===== src/isa_pkg.sv =====
// Instruction set definitions for the 32-bit core
// Data and register number widths
// Opcode and ALU function encodings
// Register, immediate and jump formats, and the union over them
package isa_pkg;

    localparam int xlen       = 32;
    localparam int reg_addr_w = 5;

    // Primary opcodes, bits 31:27
    localparam logic [4:0] op_alu  = 5'b00000;
    localparam logic [4:0] op_j    = 5'b00001;
    localparam logic [4:0] op_bne  = 5'b00010;
    localparam logic [4:0] op_addi = 5'b00101;
    localparam logic [4:0] op_blt  = 5'b00110;
    localparam logic [4:0] op_sw   = 5'b00111;
    localparam logic [4:0] op_lw   = 5'b01000;

    // ALU function field of R-type words, bits 6:2
    localparam logic [4:0] alu_add = 5'b00000;
    localparam logic [4:0] alu_sub = 5'b00001;
    localparam logic [4:0] alu_and = 5'b00010;
    localparam logic [4:0] alu_or  = 5'b00011;
    localparam logic [4:0] alu_sll = 5'b00100;
    localparam logic [4:0] alu_sra = 5'b00101;

    typedef struct packed {
        logic [4:0]            opcode;
        logic [reg_addr_w-1:0] rd;
        logic [reg_addr_w-1:0] rs;
        logic [reg_addr_w-1:0] rt;
        logic [4:0]            shamt;
        logic [4:0]            alu_fn;
        logic [1:0]            zero;
    } r_fmt_t;

    typedef struct packed {
        logic [4:0]            opcode;
        logic [reg_addr_w-1:0] rd;
        logic [reg_addr_w-1:0] rs;
        logic signed [16:0]    imm;
    } i_fmt_t;

    typedef struct packed {
        logic [4:0]  opcode;
        logic [26:0] target;
    } j_fmt_t;

    // One fetched word, seen as any of the three formats
    typedef union packed {
        r_fmt_t r;
        i_fmt_t i;
        j_fmt_t j;
    } insn_t;

endpackage


===== src/pipe_pkg.sv =====
// Pipeline definitions for the five-stage core
// Decoded control bundle
// Stage registers, writeback bundle and fetch redirect
package pipe_pkg;

    typedef struct packed {
        logic [4:0] alu_fn;
        logic       uses_imm;
        logic       mem_read;
        logic       mem_write;
        logic       reg_write;
        logic       is_bne;
        logic       is_blt;
        logic       is_jump;
    } ctrl_t;

    typedef struct packed {
        logic                      valid;
        logic [isa_pkg::xlen-1:0]  pc_plus1;
        isa_pkg::insn_t            instruction;
    } if_id_t;

    typedef struct packed {
        logic                            valid;
        ctrl_t                           ctrl;
        logic [isa_pkg::reg_addr_w-1:0]  rs_num;
        logic [isa_pkg::reg_addr_w-1:0]  rt_num;
        logic [isa_pkg::xlen-1:0]        a;
        logic [isa_pkg::xlen-1:0]        b;
        logic [isa_pkg::xlen-1:0]        imm;
        logic [isa_pkg::xlen-1:0]        target;
        logic [isa_pkg::reg_addr_w-1:0]  rd;
        logic [isa_pkg::xlen-1:0]        pc_plus1;
    } id_ex_t;

    typedef struct packed {
        logic                            valid;
        ctrl_t                           ctrl;
        logic [isa_pkg::xlen-1:0]        result;
        logic [isa_pkg::xlen-1:0]        store_data;
        logic [isa_pkg::reg_addr_w-1:0]  rd;
    } ex_mem_t;

    typedef struct packed {
        logic                            reg_write;
        logic [isa_pkg::reg_addr_w-1:0]  rd;
        logic [isa_pkg::xlen-1:0]        value;
    } wb_t;

    typedef struct packed {
        logic                      taken;
        logic [isa_pkg::xlen-1:0]  target;
    } redirect_t;

endpackage


===== src/fetch_stage.sv =====
// Fetch stage
// Program counter with redirect and stall handling
// Fetch/decode pipeline register
module fetch_stage (
    input  logic                     clock,
    input  logic                     rst_n,
    input  logic                     stall,
    input  pipe_pkg::redirect_t      redirect,
    input  logic [isa_pkg::xlen-1:0] q_imem,
    output logic [isa_pkg::xlen-1:0] address_imem,
    output pipe_pkg::if_id_t         if_id
);
    import isa_pkg::*;
    import pipe_pkg::*;

    logic [xlen-1:0] pc;
    logic [xlen-1:0] pc_plus1;

    // Word addressed, so the next word is pc+1
    assign pc_plus1     = pc + 1'b1;
    assign address_imem = pc;

    always_ff @(posedge clock) begin
        // Payload follows the fetched word unless decode is holding
        if (!stall) begin
            if_id.pc_plus1    <= pc_plus1;
            if_id.instruction <= q_imem;
        end
        if (!rst_n) begin
            pc          <= '0;
            if_id.valid <= 1'b0;
        end else if (redirect.taken) begin
            // Redirect beats stall, word in flight becomes a bubble
            pc          <= redirect.target;
            if_id.valid <= 1'b0;
        end else if (!stall) begin
            pc          <= pc_plus1;
            if_id.valid <= 1'b1;
        end
    end

    // Stall only comes from a load in execute, which never redirects
    a_no_stall_on_redirect: assert property (@(posedge clock) disable iff (!rst_n)
        !(stall && redirect.taken));

endmodule


===== src/decode_stage.sv =====
// Decode stage
// Field decode and control bundle, register read port selection
// Writeback bypass, immediate sign extension, load-use stall
// Decode/execute pipeline register
module decode_stage (
    input  logic                           clock,
    input  logic                           rst_n,
    input  pipe_pkg::if_id_t               if_id,
    input  pipe_pkg::redirect_t            redirect,
    input  logic [isa_pkg::reg_addr_w-1:0] ex_load_rd,
    input  pipe_pkg::wb_t                  wb,
    input  logic [isa_pkg::xlen-1:0]       data_read_reg_a,
    input  logic [isa_pkg::xlen-1:0]       data_read_reg_b,
    output logic [isa_pkg::reg_addr_w-1:0] ctrl_read_reg_a,
    output logic [isa_pkg::reg_addr_w-1:0] ctrl_read_reg_b,
    output logic                           stall,
    output pipe_pkg::id_ex_t               id_ex
);
    import isa_pkg::*;
    import pipe_pkg::*;

    insn_t  insn;
    logic   is_alu;
    logic   is_addi;
    logic   is_lw;
    logic   is_sw;
    logic   is_bne;
    logic   is_blt;
    logic   is_j;
    logic   uses_a;
    logic   uses_b;
    ctrl_t  ctrl;
    id_ex_t id_ex_next;

    assign insn    = if_id.instruction;
    assign is_alu  = insn.r.opcode == op_alu;
    assign is_addi = insn.i.opcode == op_addi;
    assign is_lw   = insn.i.opcode == op_lw;
    assign is_sw   = insn.i.opcode == op_sw;
    assign is_bne  = insn.i.opcode == op_bne;
    assign is_blt  = insn.i.opcode == op_blt;
    assign is_j    = insn.j.opcode == op_j;

    // Branches compare $rd with $rs, sw stores $rd from port B
    assign ctrl_read_reg_a = (is_bne || is_blt) ? insn.i.rd : insn.i.rs;
    assign ctrl_read_reg_b = is_sw ? insn.i.rd :
                             (is_bne || is_blt) ? insn.i.rs : insn.r.rt;

    // Which ports carry a real operand, j reads nothing
    assign uses_a = is_alu || is_addi || is_lw || is_sw || is_bne || is_blt;
    assign uses_b = is_alu || is_sw || is_bne || is_blt;

    always_comb begin
        ctrl           = '0;
        // Non-ALU opcodes all add, for addresses and addi
        ctrl.alu_fn    = is_alu ? insn.r.alu_fn : alu_add;
        ctrl.uses_imm  = is_addi || is_lw || is_sw;
        ctrl.mem_read  = is_lw;
        ctrl.mem_write = is_sw;
        // Writes to r0 dropped here
        ctrl.reg_write = (is_alu || is_addi || is_lw) && (insn.i.rd != '0);
        ctrl.is_bne    = is_bne;
        ctrl.is_blt    = is_blt;
        ctrl.is_jump   = is_j;
        if (!if_id.valid) begin
            ctrl = '0;
        end
    end

    // Load in execute feeding this instruction, hold one cycle
    assign stall = if_id.valid && (ex_load_rd != '0) &&
                   ((uses_a && ex_load_rd == ctrl_read_reg_a) ||
                    (uses_b && ex_load_rd == ctrl_read_reg_b));

    always_comb begin
        id_ex_next          = '0;
        id_ex_next.valid    = if_id.valid;
        id_ex_next.ctrl     = ctrl;
        id_ex_next.rs_num   = ctrl_read_reg_a;
        id_ex_next.rt_num   = ctrl_read_reg_b;
        // Bypass the write landing at the end of this cycle
        id_ex_next.a        = (wb.reg_write && wb.rd == ctrl_read_reg_a) ?
                              wb.value : data_read_reg_a;
        id_ex_next.b        = (wb.reg_write && wb.rd == ctrl_read_reg_b) ?
                              wb.value : data_read_reg_b;
        id_ex_next.imm      = {{(xlen-17){insn.i.imm[16]}}, insn.i.imm};
        id_ex_next.target   = {{(xlen-27){1'b0}}, insn.j.target};
        id_ex_next.rd       = insn.i.rd;
        id_ex_next.pc_plus1 = if_id.pc_plus1;
    end

    always_ff @(posedge clock) begin
        id_ex <= id_ex_next;
        // Bubble on stall or flush
        if (!rst_n || stall || redirect.taken) begin
            id_ex.valid <= 1'b0;
            id_ex.ctrl  <= '0;
        end
    end

    // Register file never sees a write to r0
    a_no_r0_write: assert property (@(posedge clock) disable iff (!rst_n)
        wb.reg_write |-> wb.rd != '0);

endmodule


===== src/execute_stage.sv =====
// Execute stage
// Operand forwarding from memory and writeback
// ALU, branch compare, branch and jump redirect
// Execute/memory pipeline register
module execute_stage (
    input  logic                           clock,
    input  logic                           rst_n,
    input  pipe_pkg::id_ex_t               id_ex,
    input  pipe_pkg::wb_t                  wb,
    output pipe_pkg::redirect_t            redirect,
    output logic [isa_pkg::reg_addr_w-1:0] ex_load_rd,
    output pipe_pkg::ex_mem_t              ex_mem
);
    import isa_pkg::*;
    import pipe_pkg::*;

    logic [xlen-1:0] fwd_a;
    logic [xlen-1:0] fwd_b;
    logic [xlen-1:0] op_b;
    logic [4:0]      shamt;
    logic [xlen-1:0] alu_result;
    logic            mem_hit_a;
    logic            mem_hit_b;
    logic            bne_taken;
    logic            blt_taken;

    // Memory stage result is ready unless it is a load address
    assign mem_hit_a = ex_mem.valid && ex_mem.ctrl.reg_write && !ex_mem.ctrl.mem_read &&
                       (ex_mem.rd == id_ex.rs_num);
    assign mem_hit_b = ex_mem.valid && ex_mem.ctrl.reg_write && !ex_mem.ctrl.mem_read &&
                       (ex_mem.rd == id_ex.rt_num);

    // Younger producer wins
    assign fwd_a = mem_hit_a ? ex_mem.result :
                   (wb.reg_write && wb.rd == id_ex.rs_num) ? wb.value : id_ex.a;
    assign fwd_b = mem_hit_b ? ex_mem.result :
                   (wb.reg_write && wb.rd == id_ex.rt_num) ? wb.value : id_ex.b;

    assign op_b = id_ex.ctrl.uses_imm ? id_ex.imm : fwd_b;

    // Shift amount of an R-type word sits in immediate bits 11:7
    assign shamt = id_ex.imm[11:7];

    always_comb begin
        case (id_ex.ctrl.alu_fn)
            alu_add: alu_result = fwd_a + op_b;
            alu_sub: alu_result = fwd_a - op_b;
            alu_and: alu_result = fwd_a & op_b;
            alu_or:  alu_result = fwd_a | op_b;
            alu_sll: alu_result = fwd_a << shamt;
            alu_sra: alu_result = $signed(fwd_a) >>> shamt;
            default: alu_result = '0;
        endcase
    end

    // a holds $rd and b holds $rs for branches
    assign bne_taken = id_ex.ctrl.is_bne && (fwd_a != fwd_b);
    assign blt_taken = id_ex.ctrl.is_blt && ($signed(fwd_a) < $signed(fwd_b));

    assign redirect.taken  = id_ex.valid && (id_ex.ctrl.is_jump || bne_taken || blt_taken);
    assign redirect.target = id_ex.ctrl.is_jump ? id_ex.target : id_ex.pc_plus1 + id_ex.imm;

    // Destination of a load, for the decode stall check
    assign ex_load_rd = (id_ex.valid && id_ex.ctrl.mem_read) ? id_ex.rd : '0;

    always_ff @(posedge clock) begin
        ex_mem.result     <= alu_result;
        // Store data is the forwarded $rd value
        ex_mem.store_data <= fwd_b;
        ex_mem.rd         <= id_ex.rd;
        if (!rst_n) begin
            ex_mem.valid <= 1'b0;
            ex_mem.ctrl  <= '0;
        end else begin
            ex_mem.valid <= id_ex.valid;
            ex_mem.ctrl  <= id_ex.ctrl;
        end
    end

    // Both younger slots reach execute as bubbles after a redirect
    a_redirect_flush: assert property (@(posedge clock) disable iff (!rst_n)
        redirect.taken |=> !id_ex.valid ##1 !id_ex.valid);

endmodule


===== src/memory_stage.sv =====
// Memory stage
// Data memory address, store data and write enable
// Load or ALU result select and writeback register
module memory_stage (
    input  logic                     clock,
    input  logic                     rst_n,
    input  pipe_pkg::ex_mem_t        ex_mem,
    input  logic [isa_pkg::xlen-1:0] q_dmem,
    output logic [isa_pkg::xlen-1:0] address_dmem,
    output logic [isa_pkg::xlen-1:0] data,
    output logic                     wren,
    output pipe_pkg::wb_t            wb
);
    import isa_pkg::*;
    import pipe_pkg::*;

    logic [xlen-1:0] value;

    // ALU result is the word address for lw and sw
    assign address_dmem = ex_mem.result;
    assign data         = ex_mem.store_data;
    assign wren         = ex_mem.valid && ex_mem.ctrl.mem_write;

    // Load data arrives in the same cycle
    assign value = ex_mem.ctrl.mem_read ? q_dmem : ex_mem.result;

    always_ff @(posedge clock) begin
        wb.rd    <= ex_mem.rd;
        wb.value <= value;
        if (!rst_n) begin
            wb.reg_write <= 1'b0;
        end else begin
            wb.reg_write <= ex_mem.valid && ex_mem.ctrl.reg_write;
        end
    end

    // A store never leaves a register write behind it
    a_store_no_wb: assert property (@(posedge clock) disable iff (!rst_n)
        wren |=> !wb.reg_write);

endmodule


===== src/processor.sv =====
// Five-stage pipelined core, top level
// Fetch, decode, execute and memory stages in a chain
// Instruction memory, data memory and register file ports
module processor (
    input  logic                           clock,
    input  logic                           rst_n,
    output logic [isa_pkg::xlen-1:0]       address_imem,
    input  logic [isa_pkg::xlen-1:0]       q_imem,
    output logic [isa_pkg::xlen-1:0]       address_dmem,
    output logic [isa_pkg::xlen-1:0]       data,
    output logic                           wren,
    input  logic [isa_pkg::xlen-1:0]       q_dmem,
    output logic                           ctrl_write_enable,
    output logic [isa_pkg::reg_addr_w-1:0] ctrl_write_reg,
    output logic [isa_pkg::reg_addr_w-1:0] ctrl_read_reg_a,
    output logic [isa_pkg::reg_addr_w-1:0] ctrl_read_reg_b,
    output logic [isa_pkg::xlen-1:0]       data_write_reg,
    input  logic [isa_pkg::xlen-1:0]       data_read_reg_a,
    input  logic [isa_pkg::xlen-1:0]       data_read_reg_b
);
    import isa_pkg::*;
    import pipe_pkg::*;

    if_id_t                if_id;
    id_ex_t                id_ex;
    ex_mem_t               ex_mem;
    wb_t                   wb;
    redirect_t             redirect;
    logic                  stall;
    logic [reg_addr_w-1:0] ex_load_rd;

    fetch_stage fetch_i (
        .clock        (clock),
        .rst_n        (rst_n),
        .stall        (stall),
        .redirect     (redirect),
        .q_imem       (q_imem),
        .address_imem (address_imem),
        .if_id        (if_id)
    );

    decode_stage decode_i (
        .clock           (clock),
        .rst_n           (rst_n),
        .if_id           (if_id),
        .redirect        (redirect),
        .ex_load_rd      (ex_load_rd),
        .wb              (wb),
        .data_read_reg_a (data_read_reg_a),
        .data_read_reg_b (data_read_reg_b),
        .ctrl_read_reg_a (ctrl_read_reg_a),
        .ctrl_read_reg_b (ctrl_read_reg_b),
        .stall           (stall),
        .id_ex           (id_ex)
    );

    execute_stage execute_i (
        .clock      (clock),
        .rst_n      (rst_n),
        .id_ex      (id_ex),
        .wb         (wb),
        .redirect   (redirect),
        .ex_load_rd (ex_load_rd),
        .ex_mem     (ex_mem)
    );

    memory_stage memory_i (
        .clock        (clock),
        .rst_n        (rst_n),
        .ex_mem       (ex_mem),
        .q_dmem       (q_dmem),
        .address_dmem (address_dmem),
        .data         (data),
        .wren         (wren),
        .wb           (wb)
    );

    // Writeback register drives the register file write port
    assign ctrl_write_enable = wb.reg_write;
    assign ctrl_write_reg    = wb.rd;
    assign data_write_reg    = wb.value;

endmodule


===== config.mk =====
export PLATFORM = sky130hd
export DESIGN_NAME = processor
export DESIGN_NICKNAME = d
export VERILOG_FILES = /design/src/isa_pkg.sv /design/src/pipe_pkg.sv /design/src/fetch_stage.sv /design/src/decode_stage.sv /design/src/execute_stage.sv /design/src/memory_stage.sv /design/src/processor.sv
export SDC_FILE = /design/constraint.sdc
export NUM_CORES = 1
export LEC_CHECK = 0
export ABC_CLOCK_PERIOD_IN_PS = 5800
export BUFFER_PORTS_ARGS = -buffer_cell sky130_fd_sc_hd__buf_2
export CAP_MARGIN = 5
export CELL_PAD_IN_SITES_DETAIL_PLACEMENT = 0
export CELL_PAD_IN_SITES_GLOBAL_PLACEMENT = 1
export CORE_MARGIN = 4
export CORE_UTILIZATION = 46
export DETAILED_ROUTE_END_ITERATION = 10
export GPL_TIMING_DRIVEN = 0
export PLACE_DENSITY = 0.84
export SYNTH_ARGS = -nofsm -noshare
export SYNTH_HDL_FRONTEND = slang
export SYNTH_HIERARCHICAL = 1
export SYNTH_SLANG_ARGS = --single-unit

===== constraint.sdc =====
create_clock -name clock -period 5.8 [get_ports clock]
set_input_delay 1.45 -clock clock [delete_from_list [all_inputs] [get_ports clock]]
set_output_delay 1.45 -clock clock [all_outputs]
set_load 0.005 [all_outputs]

### Word-level counts from Yosys, hierarchy flattened

Cells that the tools add are included.

| word-level totals | value |
|---|---|
| bits of input ports | 130 |
| bits in registers | 376 |

| cells by class | value |
|---|---|
| reduce and logical (&&, ||, !) cells | 43 |
| shift operators | 2 |
| bitwise operators | 5 |
| multiplexer cells | 16 |
| $add $sub $neg | 4 |
| equality and inequality tests | 21 |
| $lt $le $gt $ge | 1 |

Operators by type and width:

| operator | number |
|---|---|
| $mux 32 | 11 |
| $pmux 32 s6 | 1 |
| $add 32x32->32 | 2 |
| $eq 5x5->1 | 8 |
| $add 32x1->32 const B | 1 |
| $and 32x32->32 | 1 |
| $lt 32x32->1 | 1 |
| $ne 32x32->1 | 1 |
| $or 32x32->32 | 1 |
| $shl 32x5->32 | 1 |
| $sshr 32x5->32 | 1 |
| $sub 32x32->32 | 1 |
| $eq 5x3->1 const B | 5 |
| $mux 5 | 4 |
| $logic_and 1x1->1 | 18 |
| $logic_or 1x1->1 | 16 |
| $eq 5x2->1 const B | 3 |
| $eq 5x1->1 const B | 2 |
| $logic_not 5->1 | 2 |
| $reduce_bool 5->1 | 2 |
| $eq 5x4->1 const B | 1 |
| $reduce_or 2->1 | 2 |
| $not 1->1 | 3 |
| $reduce_or 3->1 | 1 |
| 2 further kinds | 3 |

### Depth between registers and ports, before layout

| logic depth | value |
|---|---|
| depth after elaboration | 12 |
| depth in mapped cells | 27 |

### Modules after synthesis

The synthesis kept the hierarchy.

Modules (own cells, without submodules):

| module | cells each | area each (um^2) | instances | seq. area each (um^2) |
|---|---|---|---|---|
| execute_stage | 1771 | 12948.7 | 1 | 1641.6 |
| decode_stage | 401 | 5123.7 | 1 | 2922.8 |
| fetch_stage | 390 | 4354.2 | 1 | 2582.5 |
| memory_stage | 140 | 1798.0 | 1 | 760.7 |

### Worst setup path after synthesis

No wires, ideal clock.

| timing | value |
|---|---|
| path kind | register to register |
| start | register, netlist name memory_i/wb[34] |
| end | register fetch_i.pc[23], in the netlist fetch_i/address_imem[23] |
| clock period less this slack | 5.133 ns |
| path slack | 0.667 ns |
| buffers on the path | 1 |
| stages on the path, launching flop included | 22 |
| arrival time | 5.054 ns |
| setup time | 0.079 ns |
| cell sequence | dfxtp_1 > xor2_1 > nor4_2 > buf_6 > nand3_1 > a31oi_1 > ha_1 > nor2b_1 > o21a_1 > o21ai_0 > nand2b_1 > a21oi_1 > nor2_1 > a211oi_1 > o221ai_1 > nor3_1 > nor3b_1 > o41a_1 > or3b_2 > nor2_1 > or4b_1 > o211ai_1 |

RTL lines:

| element | line | text |
|---|---|---|
| to (signal assigned) | fetch_stage.sv:34 | `pc <= redirect.target;` |
| to (signal assigned) | fetch_stage.sv:37 | `pc <= pc_plus1;` |
| to (decl) | fetch_stage.sv:16 | `logic [xlen-1:0] pc;` |

### Final worst setup path

| timing | value |
|---|---|
| start | register, netlist name execute_i/ex_mem[74] |
| end | register, netlist name execute_i/ex_mem[66] |

| between the ends | value |
|---|---|
| word-level cells in the longest chain between the ends | 7 |
| elaborated cells between the ends (all ways) | 14 |
| those cells by class | 2 x add/sub; 2 x shift; 4 x mux; 2 x bitwise; 4 x reduce/logical |

RTL lines:

| element | line | text |
|---|---|---|
| $logic_not 1->1 * | execute_stage.sv:30 | `assign mem_hit_b = ex_mem.valid && ex_mem.ctrl.reg_write && !ex_mem.ctrl.mem_read &&` |
| $logic_and 1x1->1 * (2 in series) | execute_stage.sv:30 |  |
| $mux 32 * | execute_stage.sv:36 | `assign fwd_b = mem_hit_b ? ex_mem.result :` |
| net execute_i.fwd_b[0] | execute_stage.sv:18 | `logic [xlen-1:0] fwd_b;` |
| $mux 32 * | execute_stage.sv:39 | `assign op_b = id_ex.ctrl.uses_imm ? id_ex.imm : fwd_b;` |
| $sub 32x32->32 or $add 32x32->32 (tied branches) | execute_stage.sv:47, execute_stage.sv:46 |  |
| $pmux 32 s6 * | execute_stage.sv:45 | `case (id_ex.ctrl.alu_fn)` |
| net execute_i.alu_result[29] | execute_stage.sv:21 | `logic [xlen-1:0] alu_result;` |

The timed path passes the listed nets; every way through them passes the cells marked *.
A chain may end at the register's enable or synchronous reset.

==> results by group <==
Status
  • Status: completed

Clocking
  • Worst skew pair latency: 590 ps
  • Clock sinks: 354
  • TritonCTS clock tree: built
  • Maximum clock path buffer count: 3
  • Clock input transition at the sequential cells of the worst setup and hold paths: 60 ps
  • # hold bufs at CTS: 0
  • Depth of the CTS H-tree: 2
  • Master cell of the clock root buffer: clkbuf_16
  • Number of buffers created by CTS: 40

Setup path
  • Crit-path cells: and3b_2, nand4_1, buf_4, clkbuf_4, nor3_2, a31oi_4, mux2i_2, ha_2, nand4_1, nor4_4, and2_4, a21oi_1, xnor2_1, ha_2, a21o_1, a21o_1, a21o_1, a21oi_4, nor2_1, o31a_1, a311oi_2, xnor2_1, a21oi_1, nand3_2
  • Critical Path Source: execute_i/ex_mem[74]
  • Worst EP required: 6200 ps
  • Worst setup path category: reg2reg
  • Setup slack of the worst register-to-register path: 50 ps
  • Register-to-Register Path Depth: 24
  • Kind of start point of the critical path: flip-flop
  • R2r endpoint: execute_i/ex_mem[66]
  • CP dominant cell by count: a21o_1
  • Crit path capture: execute_i/ex_mem[66]
  • Critical path peak fanout: 10
  • Critical path endpoint category: flip-flop
  • Reg2reg start: execute_i/ex_mem[74]
  • Peak per-stage delay on the critical path: 390 ps
  • Data arrival time at the worst-slack endpoint: 6150 ps
  • Critical-path top delay cell: nor4_4

Min path
  • Instance count along the most critical hold path: 0
  • Class of the tightest hold or removal check: reg2reg

Timing
  • Worst-case clock skew: 32.5 ps
  • RSZ-0062 raised after global routing: true
  • Total setup violations reported at the end of the flow: 0
  • Final worst-path cycle share: 99.1%
  • Tightest Pin Transition: 1350 ps
  • Number of failing hold endpoints at the final stage: 0
  • Achievable Freq: 174 MHz
  • Minimum period implied by the final worst setup slack: 5750 ps
  • Max Slew Vio Count: 0
  • WHS: 336 ps
  • Remaining max-slew budget at the tightest pin: 9.35%

Power
  • Pwr Total: 7.61 mW
  • Worst vdd ir: 0.327 mV
  • Leak: 12.4 nW
  • Pwr dens: 262 mW/mm^2

Finish
  • Area growth from synthesis to layout: 20.9%
  • Post-layout util: 56.3%
  • Area occupied by registers: 0.00775 sq mm
  • Area occupied by multi-input gates: 0.0151 sq mm
  • Most common cell after layout, fill and taps aside: buf_2
  • Final-layout fill cell count: 4694
  • Post-route cell area: 0.0290 sq mm
  • Leading cell types in the layout, fill and taps excluded: buf_2 (298), dfxtp_1 (281), nand2_1 (194)
  • Number of nets in the finished design: 3281
  • Fraction of final layout cells sized beyond drive strength 1: 27.9%

Detailed routing
  • Overall via count from detail_route: 24300
  • Routed vias/inst: 6.44
  • Final routed DRC violation total: 0
  • Average routed wire per standard cell: 31.1 microns
  • Initial detailed-routing violation count: 2737
  • Wire length reported by the detailed router: 117000 microns
  • Pre-antenna DRT Iters: 7
  • Number of nets still failing antenna checks after routing: 0

Placement
  • DP Wirelength: 93100 microns
  • Buffers on Ports: 274
  • Cell area after placement: 0.0265 sq mm
  • Last weighted congestion value of the routability-driven placer: 1.05

Global routing
  • Maximum number of pins on one net before global-route repair: 39
  • GRT Util Overall: 39.7%
  • Initial antenna violation count: 4
  • Vias in the first global route: 23300
  • Global route total overflow: 0
  • First-pass GRT wire length: 164000 microns

Yosys
  • Total number of yosys warnings: 6
  • Instance count of the mapped netlist: 2684
  • Post-synthesis instance area: 0.0240 sq mm
  • Synthesized area divided by synthesized cell count: 8.94 sq um

Run
  • Count of maximum capacitance violations: 0

Die
  • Initial core utilization: 46.6%
  • Die Width: 236 microns
  • Top-Level Pins: 275
  • Height of the die: 236 microns
  • Total die area: 0.0559 sq mm
  • Site row count: 83
  • Core area: 0.0515 sq mm
[per-layer routing]
| metal | up-vias | global-route usage [%] | part of all wire (%) |
|---|---|---|---|
| li1 | 10500 | - | - |
| met1 | 11800 | 50.6 | 39 |
| met2 | 1600 | 60.9 | 43 |
| met3 | 382 | 10.3 | 11 |
| met4 | 2 | 22.6 | 7.2 |
| met5 | - | 0 | 0.014 |
[flip-flops by register name (all words and copies together), names as in the netlist]
signal                count
decode_i/id_ex          146
execute_i/ex_mem         73
fetch_i/if_id            65
memory_i/wb              38
fetch_i/address_imem     32
[repair_timing]
| action | CTS | global route |
|---|---|---|
| gates resized for setup | 112 | 83 |
| setup endpoints to repair | 68 | 55 |
| pin swaps | 14 | 28 |
| setup buffers | 17 | 21 |
| cloned | 0 | 0 |
[through the flow]
step	instances	setup slack, ps	TNS [ps]
6_report	3769	50.3	0
3_5_place_dp	3656	-1500	-72630
3_3_place_gp	3642	-1890	-94160
2_1_floorplan	2688	667	0
4_1_cts	3744	5.85	0
5_1_grt	3763	-82.7	-147
[critical path, delay by kind of cell, from the launching register on]
family          cells  cell delay (ps)
simple gates        8             1810
compound gates      9             1730
fa+ha+maj           2              610
buf+inv             2              430
flops               1              380
xor+xnor            2              370
mux                 1              250
[where the power goes]
group          internal, mW  total (mW)  leakage, nW  switching, mW
Clock                  1.61        2.74        0.696           1.13
Combinational         0.770        1.82         8.59           1.05
Sequential             2.70        3.05         3.15          0.349
Total                  5.09        7.61         12.4           2.53
[worst min path at each step]
stage / startpoint / to
after floorplan: fetch_i/if_id[32] / decode_i/id_ex[0]
after global placement: fetch_i/if_id[51] / decode_i/id_ex[19]
after detailed placement: fetch_i/if_id[0] / decode_i/id_ex[69]
after CTS: fetch_i/if_id[35] / decode_i/id_ex[3]
after global routing: fetch_i/if_id[37] / decode_i/id_ex[5]
final: fetch_i/if_id[35] / decode_i/id_ex[3]
[cell type report]
class / count / share of cell area [%]
Multi-Input combinational cell: 1977 / 52.1
Sequential cell: 354 / 26.7
Antenna cell: 6 / 0.0518
Clock inverter: 21 / 0.919
Clock buffer: 53 / 4.00
Inverter: 94 / 1.24
Timing Repair Buffer: 326 / 6.36
Tap cell: 680 / 2.93
Buffer: 258 / 5.68
Power figures use the tool's default switching activity.
